### config.mk
export PLATFORM = sky130hd
export DESIGN_NAME = ts_null_server
export DESIGN_NICKNAME = d
export VERILOG_FILES = /design/src/hdl/ts_pkg.sv /design/src/hdl/srv_pkg.sv /design/src/hdl/ts_null_server.sv
export SDC_FILE = /design/constraint.sdc
export NUM_CORES = 1
export LEC_CHECK = 0
export BUFFER_PORTS_ARGS = -buffer_cell sky130_fd_sc_hd__clkbuf_2
export CELL_PAD_IN_SITES_DETAIL_PLACEMENT = 2
export CELL_PAD_IN_SITES_GLOBAL_PLACEMENT = 2
export CORE_ASPECT_RATIO = 0.6
export CORE_UTILIZATION = 32
export CTS_BUF_LIST = sky130_fd_sc_hd__clkbuf_4
export CTS_CLUSTER_SIZE = 16
export DETAILED_ROUTE_END_ITERATION = 8
export PLACE_DENSITY_LB_ADDON = 0.25
export SLEW_MARGIN = 20
export SYNTH_ARGS = -nofsm -noshare
export SYNTH_HDL_FRONTEND = slang
export SYNTH_SLANG_ARGS = --single-unit
### constraint.sdc
create_clock -name clk -period 2.5 [get_ports clk]
set_input_delay 0.5 -clock clk [delete_from_list [all_inputs] [get_ports clk]]
set_output_delay 0.5 -clock clk [all_outputs]
set_load 0.05 [all_outputs]
### src/hdl/ts_pkg.sv
/*
 * MPEG transport stream packet format constants and byte types.
 * Imported by every stage that parses or builds TS packets.
 */
package ts_pkg;

    // ------------------------------------------------------------------
    // stream data types
    // ------------------------------------------------------------------

    // one byte of the transport stream
    typedef logic [7:0] ts_byte_t;

    // byte position inside a packet, 0 .. 187
    typedef logic [7:0] ts_pos_t;

    // ------------------------------------------------------------------
    // packet layout
    // ------------------------------------------------------------------

    // fixed TS packet length
    localparam int ts_packet_bytes = 188;

    // first byte of every packet
    localparam ts_byte_t ts_sync_byte = 8'h47;

    // null packet header after the sync byte, PID 0x1fff
    localparam ts_byte_t ts_null_hdr1 = 8'h1f;
    localparam ts_byte_t ts_null_hdr2 = 8'hff;
    // payload only, continuity counter zero
    localparam ts_byte_t ts_null_hdr3 = 8'h10;

    // stuffing for the 184 null payload bytes
    localparam ts_byte_t ts_null_fill = 8'hff;

endpackage

### src/hdl/srv_pkg.sv
/*
 * Video server sizing: byte buffer depth, watermarks, statistics counter
 * width and the output FSM state encoding.
 */
package srv_pkg;
    import ts_pkg::*;

    // ------------------------------------------------------------------
    // byte buffer
    // ------------------------------------------------------------------

    // buffer size in bytes, power of two so pointers wrap on their own
    localparam int buf_depth = 1024;
    localparam int buf_addr_w = $clog2(buf_depth);

    // fill level, one bit wider than the address to reach buf_depth
    typedef logic [buf_addr_w:0] buf_level_t;

    // below two packets the server inserts nulls
    localparam buf_level_t buf_low_mark = buf_level_t'(2 * ts_packet_bytes);

    // room for one more whole packet only below this level
    localparam buf_level_t buf_full_mark = buf_level_t'(buf_depth - ts_packet_bytes);

    // ------------------------------------------------------------------
    // statistics and server FSM
    // ------------------------------------------------------------------

    // drop and null counters, wrap at 256
    typedef logic [7:0] stat_cnt_t;

    // null header covers positions 1 to 3
    typedef enum logic [2:0] {
        srv_idle,
        srv_null_hdr,
        srv_null_payload,
        srv_serve_vid,
        srv_align
    } srv_state_t;

endpackage

### src/hdl/ts_null_server.sv
/*
 * Output FSM of the video server. Sends one byte per tx_ready cycle,
 * either buffered video packets or generated null packets when the buffer
 * runs low. Discards buffered bytes until a sync byte heads the buffer.
 */
module ts_null_server
    import ts_pkg::*;
    import srv_pkg::*;
(
    input  logic      clk,
    input  logic      rst_b,
    input  logic      tx_ready,
    input  ts_byte_t  head,
    input  logic      level_low,
    input  logic      empty,
    output logic      rd_en,
    output ts_byte_t  ts_data_out,
    output logic      ts_data_vld,
    output logic      ts_sync,
    output logic      ts_null_out,
    output stat_cnt_t null_insert_cnt
);

    srv_state_t state;
    // position of the byte presented now
    ts_pos_t    pos;
    // null packet started last cycle
    logic       null_start;
    logic       head_is_sync;
    // idle cycle that really starts a packet
    logic       pkt_start;
    logic       null_sel;

    assign head_is_sync = (head == ts_sync_byte);
    assign pkt_start    = level_low | head_is_sync;

    // ------------------------------------------------------------------
    // output side, combinational from state and head
    // ------------------------------------------------------------------

    // misaligned idle cycle counts as alignment, nothing shown
    always_comb begin
        case (state)
            srv_idle:  ts_data_vld = tx_ready & pkt_start;
            srv_align: ts_data_vld = 1'b0;
            default:   ts_data_vld = tx_ready;
        endcase
    end

    assign null_sel = (state == srv_null_hdr) | (state == srv_null_payload) |
                      ((state == srv_idle) & level_low);

    assign ts_null_out = ts_data_vld & null_sel;
    assign ts_sync     = ts_data_vld & (state == srv_idle);

    always_comb begin
        case (state)
            srv_idle:         ts_data_out = level_low ? ts_sync_byte : head;
            srv_null_hdr: begin
                if (pos == ts_pos_t'(1)) begin
                    ts_data_out = ts_null_hdr1;
                end else if (pos == ts_pos_t'(2)) begin
                    ts_data_out = ts_null_hdr2;
                end else begin
                    ts_data_out = ts_null_hdr3;
                end
            end
            srv_null_payload: ts_data_out = ts_null_fill;
            default:          ts_data_out = head;
        endcase
    end

    // video bytes on transfer, align discards up to the next sync
    assign rd_en = tx_ready &
                   (((state == srv_idle) & ~level_low & head_is_sync) |
                    (state == srv_serve_vid) |
                    ((state == srv_align) & ~empty & ~head_is_sync));

    // ------------------------------------------------------------------
    // FSM, everything holds while tx_ready is low
    // ------------------------------------------------------------------
    always_ff @(posedge clk or negedge rst_b) begin
        if (!rst_b) begin
            state           <= srv_idle;
            pos             <= '0;
            null_start      <= 1'b0;
            null_insert_cnt <= '0;
        end else begin
            null_start <= 1'b0;
            if (null_start) begin
                null_insert_cnt <= null_insert_cnt + 1'b1;
            end
            if (tx_ready) begin
                case (state)
                    srv_idle: begin
                        if (level_low) begin
                            state      <= srv_null_hdr;
                            pos        <= ts_pos_t'(1);
                            null_start <= 1'b1;
                        end else if (head_is_sync) begin
                            state <= srv_serve_vid;
                            pos   <= ts_pos_t'(1);
                        end else begin
                            state <= srv_align;
                        end
                    end
                    srv_null_hdr: begin
                        pos <= pos + 1'b1;
                        if (pos == ts_pos_t'(3)) begin
                            state <= srv_null_payload;
                        end
                    end
                    srv_null_payload, srv_serve_vid: begin
                        if (pos == ts_pos_t'(ts_packet_bytes - 1)) begin
                            state <= srv_idle;
                            pos   <= '0;
                        end else begin
                            pos <= pos + 1'b1;
                        end
                    end
                    srv_align: begin
                        if (head_is_sync) begin
                            state <= srv_idle;
                        end
                    end
                    default: state <= srv_idle;
                endcase
            end
        end
    end

    // every packet start carries the sync byte, from buffer or generator
    a_sync_byte: assert property (@(posedge clk) disable iff (!rst_b)
        ts_sync |-> ts_data_vld && ts_data_out == ts_sync_byte);

    // a null packet never consumes buffered video
    a_null_no_read: assert property (@(posedge clk) disable iff (!rst_b)
        ts_null_out |-> !rd_en);

endmodule

; ---- After elaboration in Yosys (flattened, before gate mapping)
; Cells that the tools add are included.
[word_totals]
ff_bits = 20
[classes]
n_eq_ne = 13
n_reduce_logical = 5
add_sub_neg = 2
n_mux = 18
bitwise = 17
[op_table]
columns = op, n
row1 = 8-bit 2-to-1 mux, 6
row2 = 8-bit one-hot mux with 3 select lines, 2
row3 = 8-bit by 1-bit adder with 8-bit output (second input constant), 2
row4 = 8-bit by 2-bit == test with 1-bit output (second input constant), 2
row5 = 3-bit 2-to-1 mux, 5
row6 = 3-bit one-hot mux with 4 select lines, 1
row7 = 1-bit AND, 9
row8 = 8-bit by 1-bit == test with 1-bit output (second input constant), 1
row9 = 8-bit by 7-bit == test with 1-bit output (second input constant), 1
row10 = 8-bit == test (second input constant), 1
row11 = 3-bit by 2-bit == test with 1-bit output (second input constant), 2
row12 = 1-bit bitwise OR, 5
row13 = 2-bit inequality test (second input constant), 2
row14 = 4-bit AND reduction, 1
row15 = 3-bit by 1-bit == test with 1-bit output (second input constant), 1
row16 = 3-bit == test (second input constant), 1
row17 = 3-bit logical NOT, 1
row18 = 1-bit 2-to-1 mux, 3
row19 = 3-bit inequality test (second input constant), 1
row20 = 1-bit NOT, 3
row21 = 3-bit AND reduction, 1
row22 = 3-bit nonzero test, 1
row23 = 2-bit by 1-bit inequality test with 1-bit output (second input constant), 1
row24 = 1-bit one-hot mux with 2 select lines, 1
row25 = 2-bit OR reduction, 1

; ---- Longest topological paths before layout
[logic_depth]
word_depth = 6
ltp_mapped = 6

; ---- Least setup slack after synthesis
; OpenSTA, ideal clock, no wires.
[synth_path]
path_kind = input -> output
start = input port head[4]
end = output port ts_sync
path_slack_ns = -0.175
stages = 3
path_buffers = 0
t_arrival_ns = 2.175
cell_sequence = nor4b_1 > a21oi_1 > nor3_1
[synth_via]
elab_chain_cells = 5
[synth_rtl]
columns = item, line
row1 = "start, declared", ts_null_server.sv:13  ; input ts_byte_t head,
row2 = 8-bit by 7-bit == test with 1-bit output, ts_null_server.sv:34  ; assign head_is_sync = (head == ts_sync_byte);
row3 = 1-bit bitwise OR, ts_null_server.sv:35  ; assign pkt_start = level_low | head_is_sync;
row4 = 1-bit AND, ts_null_server.sv:44  ; srv_idle: ts_data_vld = tx_ready & pkt_start;
row5 = 1-bit one-hot mux with 2 select lines, ts_null_server.sv:43  ; case (state)
row6 = 1-bit AND, ts_null_server.sv:54  ; assign ts_sync = ts_data_vld & (state == srv_idle);
row7 = "end, declared", ts_null_server.sv:19  ; output logic ts_sync,
; Every way passes these cells.

; ---- Worst setup path in the final report
[layout_path]
start = register pos[3]
end = output port ts_data_out[6]
[layout_via]
elab_chain_cells = 4
elab_cells_between_ends = 5
[layout_rtl]
columns = item, line
row1 = "start, declared", ts_null_server.sv:26  ; ts_pos_t pos;
row2 = "start signal, assigned", ts_null_server.sv:98  ; pos <= ts_pos_t'(1);
row3 = "start signal, assigned", ts_null_server.sv:102  ; pos <= ts_pos_t'(1);
row4 = "start signal, assigned", ts_null_server.sv:108  ; pos <= pos + 1'b1;
row5 = 8-bit by 2-bit == test with 1-bit output, ts_null_server.sv:62  ; end else if (pos == ts_pos_t'(2)) begin
row6 = 8-bit 2-to-1 mux, ts_null_server.sv:62
row7 = 8-bit 2-to-1 mux (*), ts_null_server.sv:60  ; if (pos == ts_pos_t'(1)) begin
row8 = 8-bit one-hot mux with 3 select lines (*), ts_null_server.sv:57  ; case (state)
row9 = "end, declared", ts_null_server.sv:17  ; output ts_byte_t ts_data_out,
; Mark *: on every way between the ends. The rest lies on a longest branch, timed or not.

==> results.json <==
{
  "final_nets": 212,
  "port_buffers": 32,
  "rsz0062_at_grt": "true",
  "syn-instance-count": 152,
  "yosysMostFrequentCell": "dfrtp_1",
  "netlist_top_cells_count": "20 x dfrtp_1, 14 x nor2_1, 13 x nand2_1, 12 x a31oi_1, 7 x nand3_1",
  "worst_pin_slew_ps": 664.3,
  "fin_worst_skew_ps": 4.575,
  "synth-seq-cells": 20,
  "diodes": 0,
  "synth_area_um2": 1339,
  "cp.required_ps": 2000,
  "start_kind": "register",
  "layout-drive-gt1-share": 0.2938,
  "clock-sinks": 20,
  "rows": 17,
  "postRouteAntennaNets": 0,
  "grt-ovfl-total": 0,
  "grt_pass1_vias": 1481,
  "slew_violations": 0,
  "grt_first_pass_wirelength_um": 8148,
  "coreArea_um2": 3829,
  "worst_setup_path_end_kind": "output port",
  "status": "finished with violations",
  "boundaryPins": 33,
  "tritoncts": "built",
  "cts_buffer_depth": 2,
  "vias": 1415,
  "wl_per_cell_um": 20.56,
  "worstSkewPairLatency_ps": 320,
  "grt_max_degree": 21,
  "maxCapViolations": 0,
  "fin_hold_ws_ps": 128.9,
  "drcViolationCount": 0,
  "root_buffer": "clkbuf_4",
  "chipHeight_um": 52.10,
  "area_growth_pct": 32.71,
  "synth_area_leaders": "dfrtp_1 37%, a31oi_1 5.6%, nor2_1 3.9%",
  "yosysWarnings": 0,
  "synth.largest_area_cell": "dfrtp_1",
  "start_util": 0.3497,
  "firstDrtPassIters": 4,
  "numCtsBuffers": 3,
  "crit_fanout": 4,
  "viasPerCell": 5.871,
  "violations": "negative setup slack",
  "final_util": 0.4641,
  "setup_ws_ps": -254.1,
  "synth_edf_count": 0,
  "clkTransAtPathRegs_ps": 130,
  "leakage_nw": 0.8288,
  "hpwl_um": 3777,
  "worstPathArrival_ps": 2250,
  "timing.fmax_mhz": 363.1,
  "cts_max_level": 1,
  "die_w_um": 85.51,
  "ys_seq_area_frac": 0.3738,
  "finalSetupViolations": 6,
  "cts_setup_buffers": 0,
  "p_per_area_nw_per_um2": 1421,
  "vdd_drop_max_mv": 0.5233,
  "slew-limit-headroom": 0.5571,
  "hp-class": "input pin to async pin",
  "hold_violations": 0,
  "synth_ff_type": "dfrtp_1",
  "post_synth.cell_area_avg_um2": 8.808,
  "wirelength_um": 4954,
  "syn_nets": 169,
  "period_minus_slack_ps": 2754,
  "yosysUniqueCellTypes": 42,
  "worst-setup-path-type": "register to output port",
  "placed_cell_area_um2": 1623,
  "gp_congestion": 0.8398,
  "power_mw": 2.525,
  "synth.top_cell.area_share": 0.3738,
  "drtIter0Drc": 86,
  "antenna_found_initial": 0,
  "design_area_um2": 1777,
  "grtUsageTotal": 0.2456,
  "fin_crit_sh": 1.102,
  "die-area_um2": 4455,
  "synthArstFlopShare": 1.000
}
==> layer usage <==
| layer | routed length, um | GRT usage | up-vias |
|---|---|---|---|
| met5 | 0 | 0 | - |
| met2 | 2263 | 0.4040 | 32 |
| met1 | 2400 | 0.3411 | 723 |
| met4 | 47 | 0.04722 | 0 |
| li1 | - | - | 656 |
| met3 | 243 | 0.04444 | 4 |
==> sequential cells by signal, summed over array words and instances (netlist names) <==
| name | cells |
|---|---|
| pos | 8 |
| null_insert_cnt | 8 |
| state | 3 |
| null_start | 1 |
==> cell usage in the layout (no fill, tap or decap), types with 4 or more instances in the layout <==
cell type,Yosys,final
a31oi_1,12,12
buf_4,0,10
inv_1,5,5
nand2b_1,5,5
o22a_1,4,4
nand2_1,13,13
ha_1,4,4
xnor2_1,4,4
dfrtp_1,20,20
buf_8,0,6
nand4_1,5,5
o21ai_0,6,6
o31a_1,4,4
clkbuf_4,0,4
nor2_1,14,14
nand3_1,7,7
and3_1,5,5
clkbuf_2,0,24
==> power breakdown <==
group / switching [mW] / internal (mW)
combinational: 1.11 / 0.614
clock: 0.115 / 0.162
sequential: 0.104 / 0.421
==> through the flow <==
step	TNS, ps	instances	setup WS [ps]
2_1_floorplan	0	152	33.59
5_1_grt	-1411	241	-307.4
4_1_cts	-1264	241	-269.3
3_3_place_gp	0	237	85.12
6_report	-1106	241	-254.1
3_5_place_dp	-105.9	237	-58.23
==> critical path, stage by stage, from the launching register on <==
cell and delay (ps):
dfrtp_1 420, or4_4 580, or4_4 450, a21oi_4 160, nand3b_1 160, buf_8 160
==> area by class of cell <==
type | instances | area (um^2)
clock buffers | 3 | 22.52
clock inverters | 1 | 30.03
fillers | 425 | 2052
inverters | 5 | 18.77
multi-input cells | 123 | 848.3
flip-flops and latches | 20 | 500.5
well taps | 47 | 58.81
repair buffers | 42 | 297.8
==> cell families after synthesis <==
kind of cell    after synthesis  synth area share
simple gates                 68            0.2729
fa+ha+maj                     4           0.03738
mux                           2           0.01589
buf+inv                       9           0.02523
xor+xnor                      7           0.04580
flops                        20            0.3738
compound gates               42            0.2290
==> worst paths after layout <==
path,startpoint,endpoint,slack (ps),depth (start not counted)
setup / recovery,pos[3],ts_data_out[6],-250,5
hold / removal,rst_b,null_insert_cnt[0],130,1
setup reg to reg,pos[0],pos[4],420,5
hold reg to reg,null_insert_cnt[7],null_insert_cnt[7],510,1
max in group asynchronous,rst_b,null_insert_cnt[6],2020,1
min in group clk,null_insert_cnt[7],null_insert_cnt[7],510,1
==> timing repair <==
action                     in CTS  in global routing
hold buffers                    0                  0
pin swaps                       3                  4
resized for setup              16                 11
setup endpoints to repair       6                 11
cloned                          0                  0
Power figures use the tool's default switching activity.
