--- src/hdl/ts_pkg.sv ---
/*
 * MPEG transport stream packet format constants and byte types.
 * Imported by every stage that parses or builds TS packets.
 */
package ts_pkg;

    // ------------------------------------------------------------------
    // stream data types
    // ------------------------------------------------------------------

    // one byte of the transport stream
    typedef logic [7:0] ts_byte_t;

    // byte position inside a packet, 0 .. 187
    typedef logic [7:0] ts_pos_t;

    // ------------------------------------------------------------------
    // packet layout
    // ------------------------------------------------------------------

    // fixed TS packet length
    localparam int ts_packet_bytes = 188;

    // first byte of every packet
    localparam ts_byte_t ts_sync_byte = 8'h47;

    // null packet header after the sync byte, PID 0x1fff
    localparam ts_byte_t ts_null_hdr1 = 8'h1f;
    localparam ts_byte_t ts_null_hdr2 = 8'hff;
    // payload only, continuity counter zero
    localparam ts_byte_t ts_null_hdr3 = 8'h10;

    // stuffing for the 184 null payload bytes
    localparam ts_byte_t ts_null_fill = 8'hff;

endpackage

--- src/hdl/srv_pkg.sv ---
/*
 * Video server sizing: byte buffer depth, watermarks, statistics counter
 * width and the output FSM state encoding.
 */
package srv_pkg;
    import ts_pkg::*;

    // ------------------------------------------------------------------
    // byte buffer
    // ------------------------------------------------------------------

    // buffer size in bytes, power of two so pointers wrap on their own
    localparam int buf_depth = 1024;
    localparam int buf_addr_w = $clog2(buf_depth);

    // fill level, one bit wider than the address to reach buf_depth
    typedef logic [buf_addr_w:0] buf_level_t;

    // below two packets the server inserts nulls
    localparam buf_level_t buf_low_mark = buf_level_t'(2 * ts_packet_bytes);

    // room for one more whole packet only below this level
    localparam buf_level_t buf_full_mark = buf_level_t'(buf_depth - ts_packet_bytes);

    // ------------------------------------------------------------------
    // statistics and server FSM
    // ------------------------------------------------------------------

    // drop and null counters, wrap at 256
    typedef logic [7:0] stat_cnt_t;

    // null header covers positions 1 to 3
    typedef enum logic [2:0] {
        srv_idle,
        srv_null_hdr,
        srv_null_payload,
        srv_serve_vid,
        srv_align
    } srv_state_t;

endpackage

--- src/hdl/ts_packet_admit.sv ---
/*
 * Input stage of the video server. Tracks the byte position of the
 * incoming TS stream and lets whole packets into the buffer, or drops
 * them whole when the buffer has no room, counting the drops.
 */
module ts_packet_admit
    import ts_pkg::*;
    import srv_pkg::*;
(
    input  logic      clk,
    input  logic      rst_b,
    input  ts_byte_t  vid_data,
    input  logic      vid_data_vld,
    input  logic      buf_full,
    output logic      wr_en,
    output ts_byte_t  wr_data,
    output stat_cnt_t vid_drop_cnt
);

    // position of the next strobed byte
    ts_pos_t pos;
    // current packet goes into the buffer
    logic    admit_en;
    // one cycle flag, packet start seen while not admitting
    logic    drop_seen;

    // ------------------------------------------------------------------
    // position, admission and drop count
    // ------------------------------------------------------------------
    always_ff @(posedge clk or negedge rst_b) begin
        if (!rst_b) begin
            pos          <= '0;
            admit_en     <= 1'b0;
            drop_seen    <= 1'b0;
            vid_drop_cnt <= '0;
        end else begin
            drop_seen <= vid_data_vld & ~admit_en & (pos == '0);
            if (drop_seen) begin
                vid_drop_cnt <= vid_drop_cnt + 1'b1;
            end
            if (vid_data_vld) begin
                if (pos == ts_pos_t'(ts_packet_bytes - 1)) begin
                    pos <= '0;
                    // decide for the next packet at the last byte
                    admit_en <= ~buf_full;
                end else begin
                    pos <= pos + 1'b1;
                end
            end
        end
    end

    // write strobe only inside admitted packets
    assign wr_en   = vid_data_vld & admit_en;
    assign wr_data = vid_data;

    // position must wrap before a full packet length
    a_pos_range: assert property (@(posedge clk) disable iff (!rst_b)
        pos < ts_pos_t'(ts_packet_bytes));

endmodule

--- config.mk ---
export PLATFORM = sky130hd
export DESIGN_NAME = ts_packet_admit
export DESIGN_NICKNAME = d
export VERILOG_FILES = /design/src/hdl/ts_pkg.sv /design/src/hdl/srv_pkg.sv /design/src/hdl/ts_packet_admit.sv
export SDC_FILE = /design/constraint.sdc
export NUM_CORES = 1
export LEC_CHECK = 0
export ABC_AREA = 1
export BUFFER_PORTS_ARGS = -buffer_cell sky130_fd_sc_hd__buf_2
export CELL_PAD_IN_SITES_DETAIL_PLACEMENT = 0
export CELL_PAD_IN_SITES_GLOBAL_PLACEMENT = 1
export CORE_UTILIZATION = 32
export DETAILED_ROUTE_END_ITERATION = 7
export PLACE_DENSITY = 0.76
export REMOVE_ABC_BUFFERS = 1
export SLEW_MARGIN = 20
export SYNTH_ARGS = -nofsm -noshare
export SYNTH_HDL_FRONTEND = slang
export SYNTH_SLANG_ARGS = --single-unit
--- constraint.sdc ---
create_clock -name clk -period 1.15 [get_ports clk]
set_input_delay 0.23 -clock clk [delete_from_list [all_inputs] [get_ports clk]]
set_output_delay 0.23 -clock clk [all_outputs]
set_load 0.005 [all_outputs]
=== Word level (Yosys, flattened, before mapping) ===
Cells that the tools add are included.

* Add/subtract/negate cells: 2
* Equal/unequal tests: 1
* Multiplexer cells: 1
* Bitwise gates (word level): 5
* Reduce and logical (&&, ||, !) cells: 2

{| class="wikitable"
|+ Operators by type and width
! operator !! number
|-
| $add A8 B1 Y8 const B || 2
|-
| $eq A8 B8 Y1 const B || 1
|-
| $logic_not A8 Y1 || 1
|-
| $mux W8 || 1
|-
| $and A1 B1 Y1 || 3
|-
| $not A1 Y1 || 2
|-
| $reduce_and A2 Y1 || 1
|}

* Register bits: 18
* Output and inout bits: 17

=== Longest topological paths before layout ===
Gate-level depths: netlist of the first run.

* Depth in word-level cells: 3
* Depth in mapped cells: 7

=== Worst setup path before layout of the first run ===
OpenSTA, ideal clock, no wires.

* Path kind: reg-to-reg
* Start: register pos[0]
* End: register pos[4]
* Setup time: 116 ps
* Arrival time: 1048 ps
* Data required time: 1034 ps
* Slack: -14 ps
* Cell stages (with the launch flop): 7
* Path buffers: 0
* Clock period less this slack: 1164 ps
* Cells stage by stage: dfrtp_1 > ha_1 > nand2_1 > nor2_1 > nand3_1 > inv_1 > nor2_1

* Longest elaborated chain between the ends: 2
* Elaborated cells between the ends (all ways): 3

{| class="wikitable"
|+ Ends and longest elaborated chain
! item !! RTL line !! source
|-
| start: declaration || ts_packet_admit.sv:21 || <nowiki>ts_pos_t pos;</nowiki>
|-
| start signal: assignment || ts_packet_admit.sv:47 || <nowiki>pos <= pos + 1'b1;</nowiki>
|-
| $add A8 B1 Y8 or $eq A8 B8 Y1 (tied branches) || ts_packet_admit.sv:47, ts_packet_admit.sv:42 ||
|-
| $mux W8 * || ts_packet_admit.sv:42 || <nowiki>if (pos == ts_pos_t'(ts_packet_bytes - 1)) begin</nowiki>
|}

Mark *: on every way between the ends. The rest lies on a longest branch, timed or not.
A chain may end at the register's enable or synchronous reset.

=== Worst setup path in the final report of the first run ===
* Start: register pos[1]
* End: register pos[0]

* Longest elaborated chain between the ends: 2

{| class="wikitable"
|+ Ends and longest elaborated chain
! item !! RTL line
|-
| $eq A8 B8 Y1 || ts_packet_admit.sv:42
|-
| $mux W8 || ts_packet_admit.sv:42
|}

No other way between the ends.

==> flow_summary.toml, run 1 <==
[finish]
final_common_cell = "nand2_1"
layout.nets = 163
drive_gt1_share_pct = 36.73
fin_util_pct = 42.23
nFillCells = 309
area_growth_syn_to_layout_pct = 26.33
ff_latch_area_um2 = 452.9
multi_input_area_um2 = 506.7
n_antenna_cell = 0
final_cell_mix = "nand2_1 (35), inv_1 (16), dfrtp_1 (16)"
stdcell_count = 191

[power]
switching_share_pct = 34.70
switchingPower_uw = 622.0
p_leak_uw = 0.0007288
p_per_area_nw_per_um2 = 1402
clkPwrFrac_pct = 22.1
combPwrFrac_pct = 30.4
intPower_uw = 1170
ir_drop_mv = 0.5775
seqPwrFrac_pct = 47.6

[synthesis]
yosysWarningCount = 0
yosys.area.top_type = "dfrtp_1"
synthAdderAreaFrac_pct = 3.708
synth-xor-area-share_pct = 3.461
synth-simple-area-share_pct = 32.01
synth_area_leaders = "dfrtp_1 (44%), nand2_1 (15%), inv_1 (7.4%)"
synth_cell_types = 19
ys_ff_latch = 18
ys_seq_area_share_pct = 44.50
synth_compound_area_share_pct = 2.225
syn-cell-area_um2 = 1012
yosys-mux-area-fraction_pct = 0
netlist_instances = 129
synth_top_family_by_area = "simple AND/OR/NAND/NOR gates"
syn_area_per_cell_um2 = 7.847
synth_top_area_share_pct = 44.50

[setup_path]
crit_family = "flip-flops"
cp_data_required_time_ns = 1.35
r2r_start = "pos[1]"
crit_fanout = 3
path_cells = "ha_4, nand2_4, nor2_4, buf_6, nand2_4, nand3_1, nand2_1"
critPathLaunch = "pos[1]"
critPathMaxStageDelay_ns = 0.42
critPathLaunchType = "flop"
worst-path-stages = 7
arrival_ns = 1.34
crit_end = "pos[0]"
reg2reg_slack_ns = 0.008
r2r_end = "pos[0]"
slowest_stage = "dfrtp_1"
path_class = "flop to flop"
path_buf_inv = 1
reg2reg_depth = 7
cp-end-kind = "flop"
path_common_cell = "nand2_4"

[drt]
wl_per_cell_um = 9.979
first_iter_violations = 39
via_count = 810
drt-pass1-iter-count = 4
route.detailed.drc = 0
via_per_inst = 4.241
wl_um = 1906
final_antenna_net_count = 0

[sta]
fin_skew_ns = 0.006797
grt_setup_unrepaired = "yes"
fmax_ghz = 0.8757
finalCritPeriodShare_pct = 99.30
relSlewSlack_pct = 72.91
slew_violations = 0
worst_pin_slew_ns = 0.4064
min_period_ns = 1.142
setup_viol = 0
hold_viol_final = 0
timing.setup.tns_ns = 0

[clock_tree]
clock_latency_ns = 0.30
cts_buffer_depth = 2
cts_tree = "done"
cts_buffers = 3
cts-root-buf = "clkbuf_4"
h-tree-depth = 1
cts_num_sinks = 18
clkTransAtPathRegs_ns = 0.11

[run_status]
status = "finished clean"

[worst_hold_path]
hold_depth = 4
hp-class = "input pin to flop"

[die]
io_pins = 29
initial_core_util_pct = 33.43
fp-row-count = 20
die_y_um = 58.24
fp.dieW_um = 58.24
core_um2 = 3028
die-area_um2 = 3392

[grt]
overflow = 0
antenna_found_initial = 0
grt_pass1_vias = 826
grt_max_degree = 19
grtUsageTotal_pct = 14.18
grt_pass1_wl_um = 3622

[place]
port_buffers = 12
place.gp.congestion = 0.7331
post-dp-hpwl_um = 1432
dp_cells = 182

[flow_run]
max_cap_viol_count = 0
[power by group through the flow]
stage | Combinational (µW) | Sequential, µW | Clock (µW)
after floorplan | 285 | 825 | 0
final | 544 | 852 | 396
after CTS | 497 | 838 | 415
after global routing | 629 | 872 | 443
after global placement | 452 | 833 | 0
after detailed placement | 464 | 840 | 0
[how the worst min path moves through the flow]
stage / start / endpoint / slack (ns)
after detailed placement: rst_b / vid_drop_cnt[0] / 0.19
after global placement: rst_b / vid_drop_cnt[0] / 0.19
final: buf_full / admit_en / 0.18
after floorplan: rst_b / admit_en / -0.07
after global routing: buf_full / admit_en / 0.23
after CTS: buf_full / admit_en / 0.18
[flip-flops by register name, summed over array words and instances (netlist names)]
name	flops
admit_en	1
drop_seen	1
pos	8
vid_drop_cnt	8
[synthesized netlist by cell type]
master	instances
nand2_1	40
inv_1	20
dfrtp_1	18
nor2_1	11
buf_4	9
nand3_1	9
xor2_1	4
ha_1	3
nand2_2	2
nand4_1	2
nor2_2	2
o21ai_0	2
a21oi_1	1
nand3_2	1
nand3b_1	1
nor2_4	1
nor3_1	1
nor3_4	1
o21bai_1	1
[stage by stage]
stage,hold slack [ns],setup WS [ns],power (µW),cell area (µm²)
floorplan,-0.06559,-0.01373,1110,944.7
global placement,0.1858,0.001060,1285,1105
detailed placement,0.1937,-0.06104,1304,1105
CTS,0.1766,0.0001570,1750,1201
global route,0.2344,-0.06207,1944,1279
finish,0.1798,0.008017,1792,1279
[metal layers]
layer,track usage (%),vias to the layer above,share of wire (%)
li1,-,421,-
met1,18.02,361,46
met2,22.50,24,48
met3,4.688,4,4.8
met4,5.102,0,1.3
met5,0,-,0
[area by class of cell]
| class | count | share of cell area, % |
|---|---|---|
| Clock buffer | 4 | 2.838 |
| Inverter | 20 | 5.871 |
| Multi-Input combinational cell | 82 | 39.63 |
| Tap cell | 44 | 4.305 |
| Sequential cell | 18 | 35.42 |
| Timing Repair Buffer | 23 | 11.94 |
[logic make-up (layout without fill, tap and decap cells)]
group / after synthesis / count (layout)
fa+ha+maj: 3 / 3
xor+xnor: 4 / 4
flops: 18 / 18
compound gates: 4 / 4
simple gates: 71 / 71
buf+inv: 29 / 47
[what timing repair did]
item | CTS | global route
setup endpoints to repair | 10 | 16
pin swaps | 5 | 9
buffers inserted | 3 | 2
hold buffers | 1 | 0
endpoints found under the hold margin | 18 | 0
resized for setup | 9 | 20
[worst min-delay path, cell delays in order]
cell and delay (ns):
buf_2 0.07, inv_1 0.03, nand4_1 0.07, nand2_1 0.05
Note: power is estimated with default switching activity, not from simulation.
==> inputs of run 2 (changes only) <==
--- a/config.mk
+++ b/config.mk
@@ -9,9 +9,9 @@
 export BUFFER_PORTS_ARGS = -buffer_cell sky130_fd_sc_hd__buf_2
 export CELL_PAD_IN_SITES_DETAIL_PLACEMENT = 0
 export CELL_PAD_IN_SITES_GLOBAL_PLACEMENT = 1
-export CORE_UTILIZATION = 32
+export CORE_UTILIZATION = 39
 export DETAILED_ROUTE_END_ITERATION = 7
-export PLACE_DENSITY = 0.76
+export PLACE_DENSITY = 0.86
 export REMOVE_ABC_BUFFERS = 1
 export SLEW_MARGIN = 20
 export SYNTH_ARGS = -nofsm -noshare
==> constraint.sdc (replaced) <==
create_clock -name clk -period 1.35 [get_ports clk]
set_input_delay 0.27 -clock clk [delete_from_list [all_inputs] [get_ports clk]]
set_output_delay 0.27 -clock clk [all_outputs]
set_load 0.005 [all_outputs]
==> run 2 against run 1 <==
  * Critical path depth down 1
  * Clock skew down 0.0058 ns
  * Sequential share of layout area up 5.9 points
  * Wire length down 4.5%
  * Critical path type unchanged
  * Highest routed layer unchanged
==> flow_summary.toml, run 2 (same netlist as run 1, synthesis figures left out) <==
[run_status]
status = "finished clean"

[worst_hold_path]
hold_depth = 4
hp-class = "input pin to flop"
hold_start = "buf_full"

[finish]
ff_latch_area_um2 = 450.4
fin_util_pct = 44.39
final_common_cell = "nand2_1"
final_cell_mix = "nand2_1 (40), inv_1 (20), dfrtp_1 (18)"
layout.nets = 154
drive_gt1_share_pct = 18.25
area_growth_syn_to_layout_pct = 7.664
n_antenna_cell = 0
multi_input_area_um2 = 426.7
nFillCells = 242
largestRegisters = "pos: 8 flops, vid_drop_cnt: 8 flops"

[setup_path]
reg2reg_depth = 6
cp-end-kind = "flop"
path_buf_inv = 0
worst-path-stages = 6
arrival_ns = 1.40
crit_fanout = 5
critPathLaunch = "pos[0]"
path_cells = "ha_1, nand2_1, nor2_2, nand3_2, nand2_1, nand2_1"
critPathLaunchType = "flop"
path_class = "flop to flop"
path_common_cell = "nand2_1"
cp_data_required_time_ns = 1.54
crit_family = "simple AND/OR/NAND/NOR gates"
critPathMaxStageDelay_ns = 0.41
r2r_start = "pos[0]"
slowest_stage = "dfrtp_1"

[power]
seqPwrFrac_pct = 55.1
intPower_uw = 848.8
switchingPower_uw = 459.5
ir_drop_mv = 0.6627
switching_share_pct = 35.12
clkPwrFrac_pct = 20.5
power_uw = 1308
p_leak_uw = 0.0006523
p_per_area_nw_per_um2 = 1200
combPwrFrac_pct = 24.4

[drt]
via_per_inst = 4.647
route.detailed.drc = 0
drt-pass1-iter-count = 4
via_count = 776
wl_um = 1821
first_iter_violations = 7
wl_per_cell_um = 10.90
final_antenna_net_count = 0

[clock_tree]
h-tree-depth = 1
cts_buffer_depth = 2
clock_latency_ns = 0.29
cts-root-buf = "clkbuf_4"
cts_tree = "done"
cts_num_sinks = 18
clkTransAtPathRegs_ns = 0.10
cts_buffers = 3

[flow_run]
max_cap_viol_count = 0

[sta]
setup_viol = 0
min_period_ns = 1.207
worst_pin_slew_ns = 0.4105
fmax_ghz = 0.8283
hold_viol_final = 0
relSlewSlack_pct = 72.63
timing.setup.tns_ns = 0
slew_violations = 0
fin_skew_ns = 0.001034
fin_ws_ns = 0.1427
grt_setup_unrepaired = "no"
finalCritPeriodShare_pct = 89.43

[die]
fp-row-count = 18
die_y_um = 52.95
fp.dieW_um = 52.95
io_pins = 29
core_um2 = 2455
initial_core_util_pct = 41.23
die-area_um2 = 2803

[place]
port_buffers = 12
post-dp-hpwl_um = 1361
pre_cts_ws_ns = 0.04084
place.gp.congestion = 0.7748

[grt]
antenna_found_initial = 0
overflow = 0
grtUsageTotal_pct = 15.39
grt_pass1_wl_um = 3077
grt_max_degree = 19
grt_pass1_vias = 744
==> run 2: changes by cell type in the layout (fill, tap and decap cells not counted), moves of 3 or more <==
cell     previous run  this run
buf_4               8         1
ha_1                0         3
inv_1              16        20
inv_2               4         0
nand2_1            35        40
nand2_2             5         2
nand3_1             5         8
==> run 2: power groups by stage <==
stage | combinational, µW | sequential (µW) | clock, µW
floorplan | 243 | 703 | 0
global placement | 301 | 726 | 0
detailed placement | 312 | 729 | 0
CTS | 315 | 719 | 282
global route | 373 | 735 | 308
finish | 320 | 721 | 268
==> run 2: routing by layer <==
metal	vias to the layer above	track usage (%)	share of wire, %
li1	401	-	-
met1	347	16.46	47
met2	26	26.58	47
met3	2	6.034	5.8
met4	0	6.579	0.71
met5	-	0	0
==> run 2: area by class of cell <==
class | count | share of cell area [%]
Sequential cell | 18 | 41.33
Multi-Input combinational cell | 82 | 39.15
Timing Repair Buffer | 14 | 7.118
Inverter | 20 | 6.889
Tap cell | 30 | 3.444
Clock buffer | 3 | 2.067
==> run 2: worst register-to-register path, stage by stage (launching register included) <==
cell     delay, ns
dfrtp_1       0.41
ha_1          0.21
nand2_1       0.08
nor2_2        0.13
nand3_2       0.14
nand2_1       0.09
nand2_1       0.05
==> run 2: repair_timing <==
action                                  CTS  global route
hold buffers                              1             0
buffers inserted                          0             1
gates resized for setup                   0             2
endpoints found under the hold margin    18             0
endpoints found under the setup margin    0             8
==> run 2: worst paths after layout <==
kind | end | slack, ns
max | admit_en | 0.14
min reg2reg | vid_drop_cnt[7] | 0.49
min | admit_en | 0.24
max in group asynchronous | pos[1] | 0.63
min in group asynchronous | vid_drop_cnt[2] | 0.43
max reg2reg | admit_en | 0.14
==> run 2: stage by stage <==
step	cells	hold slack [ns]	instance area, µm²
5_1_grt	167	0.2435	1090
2_1_floorplan	120	-0.02559	944.7
3_5_place_dp	162	0.2264	1042
3_3_place_gp	162	0.2228	1042
6_report	167	0.2388	1090
4_1_cts	166	0.2328	1075
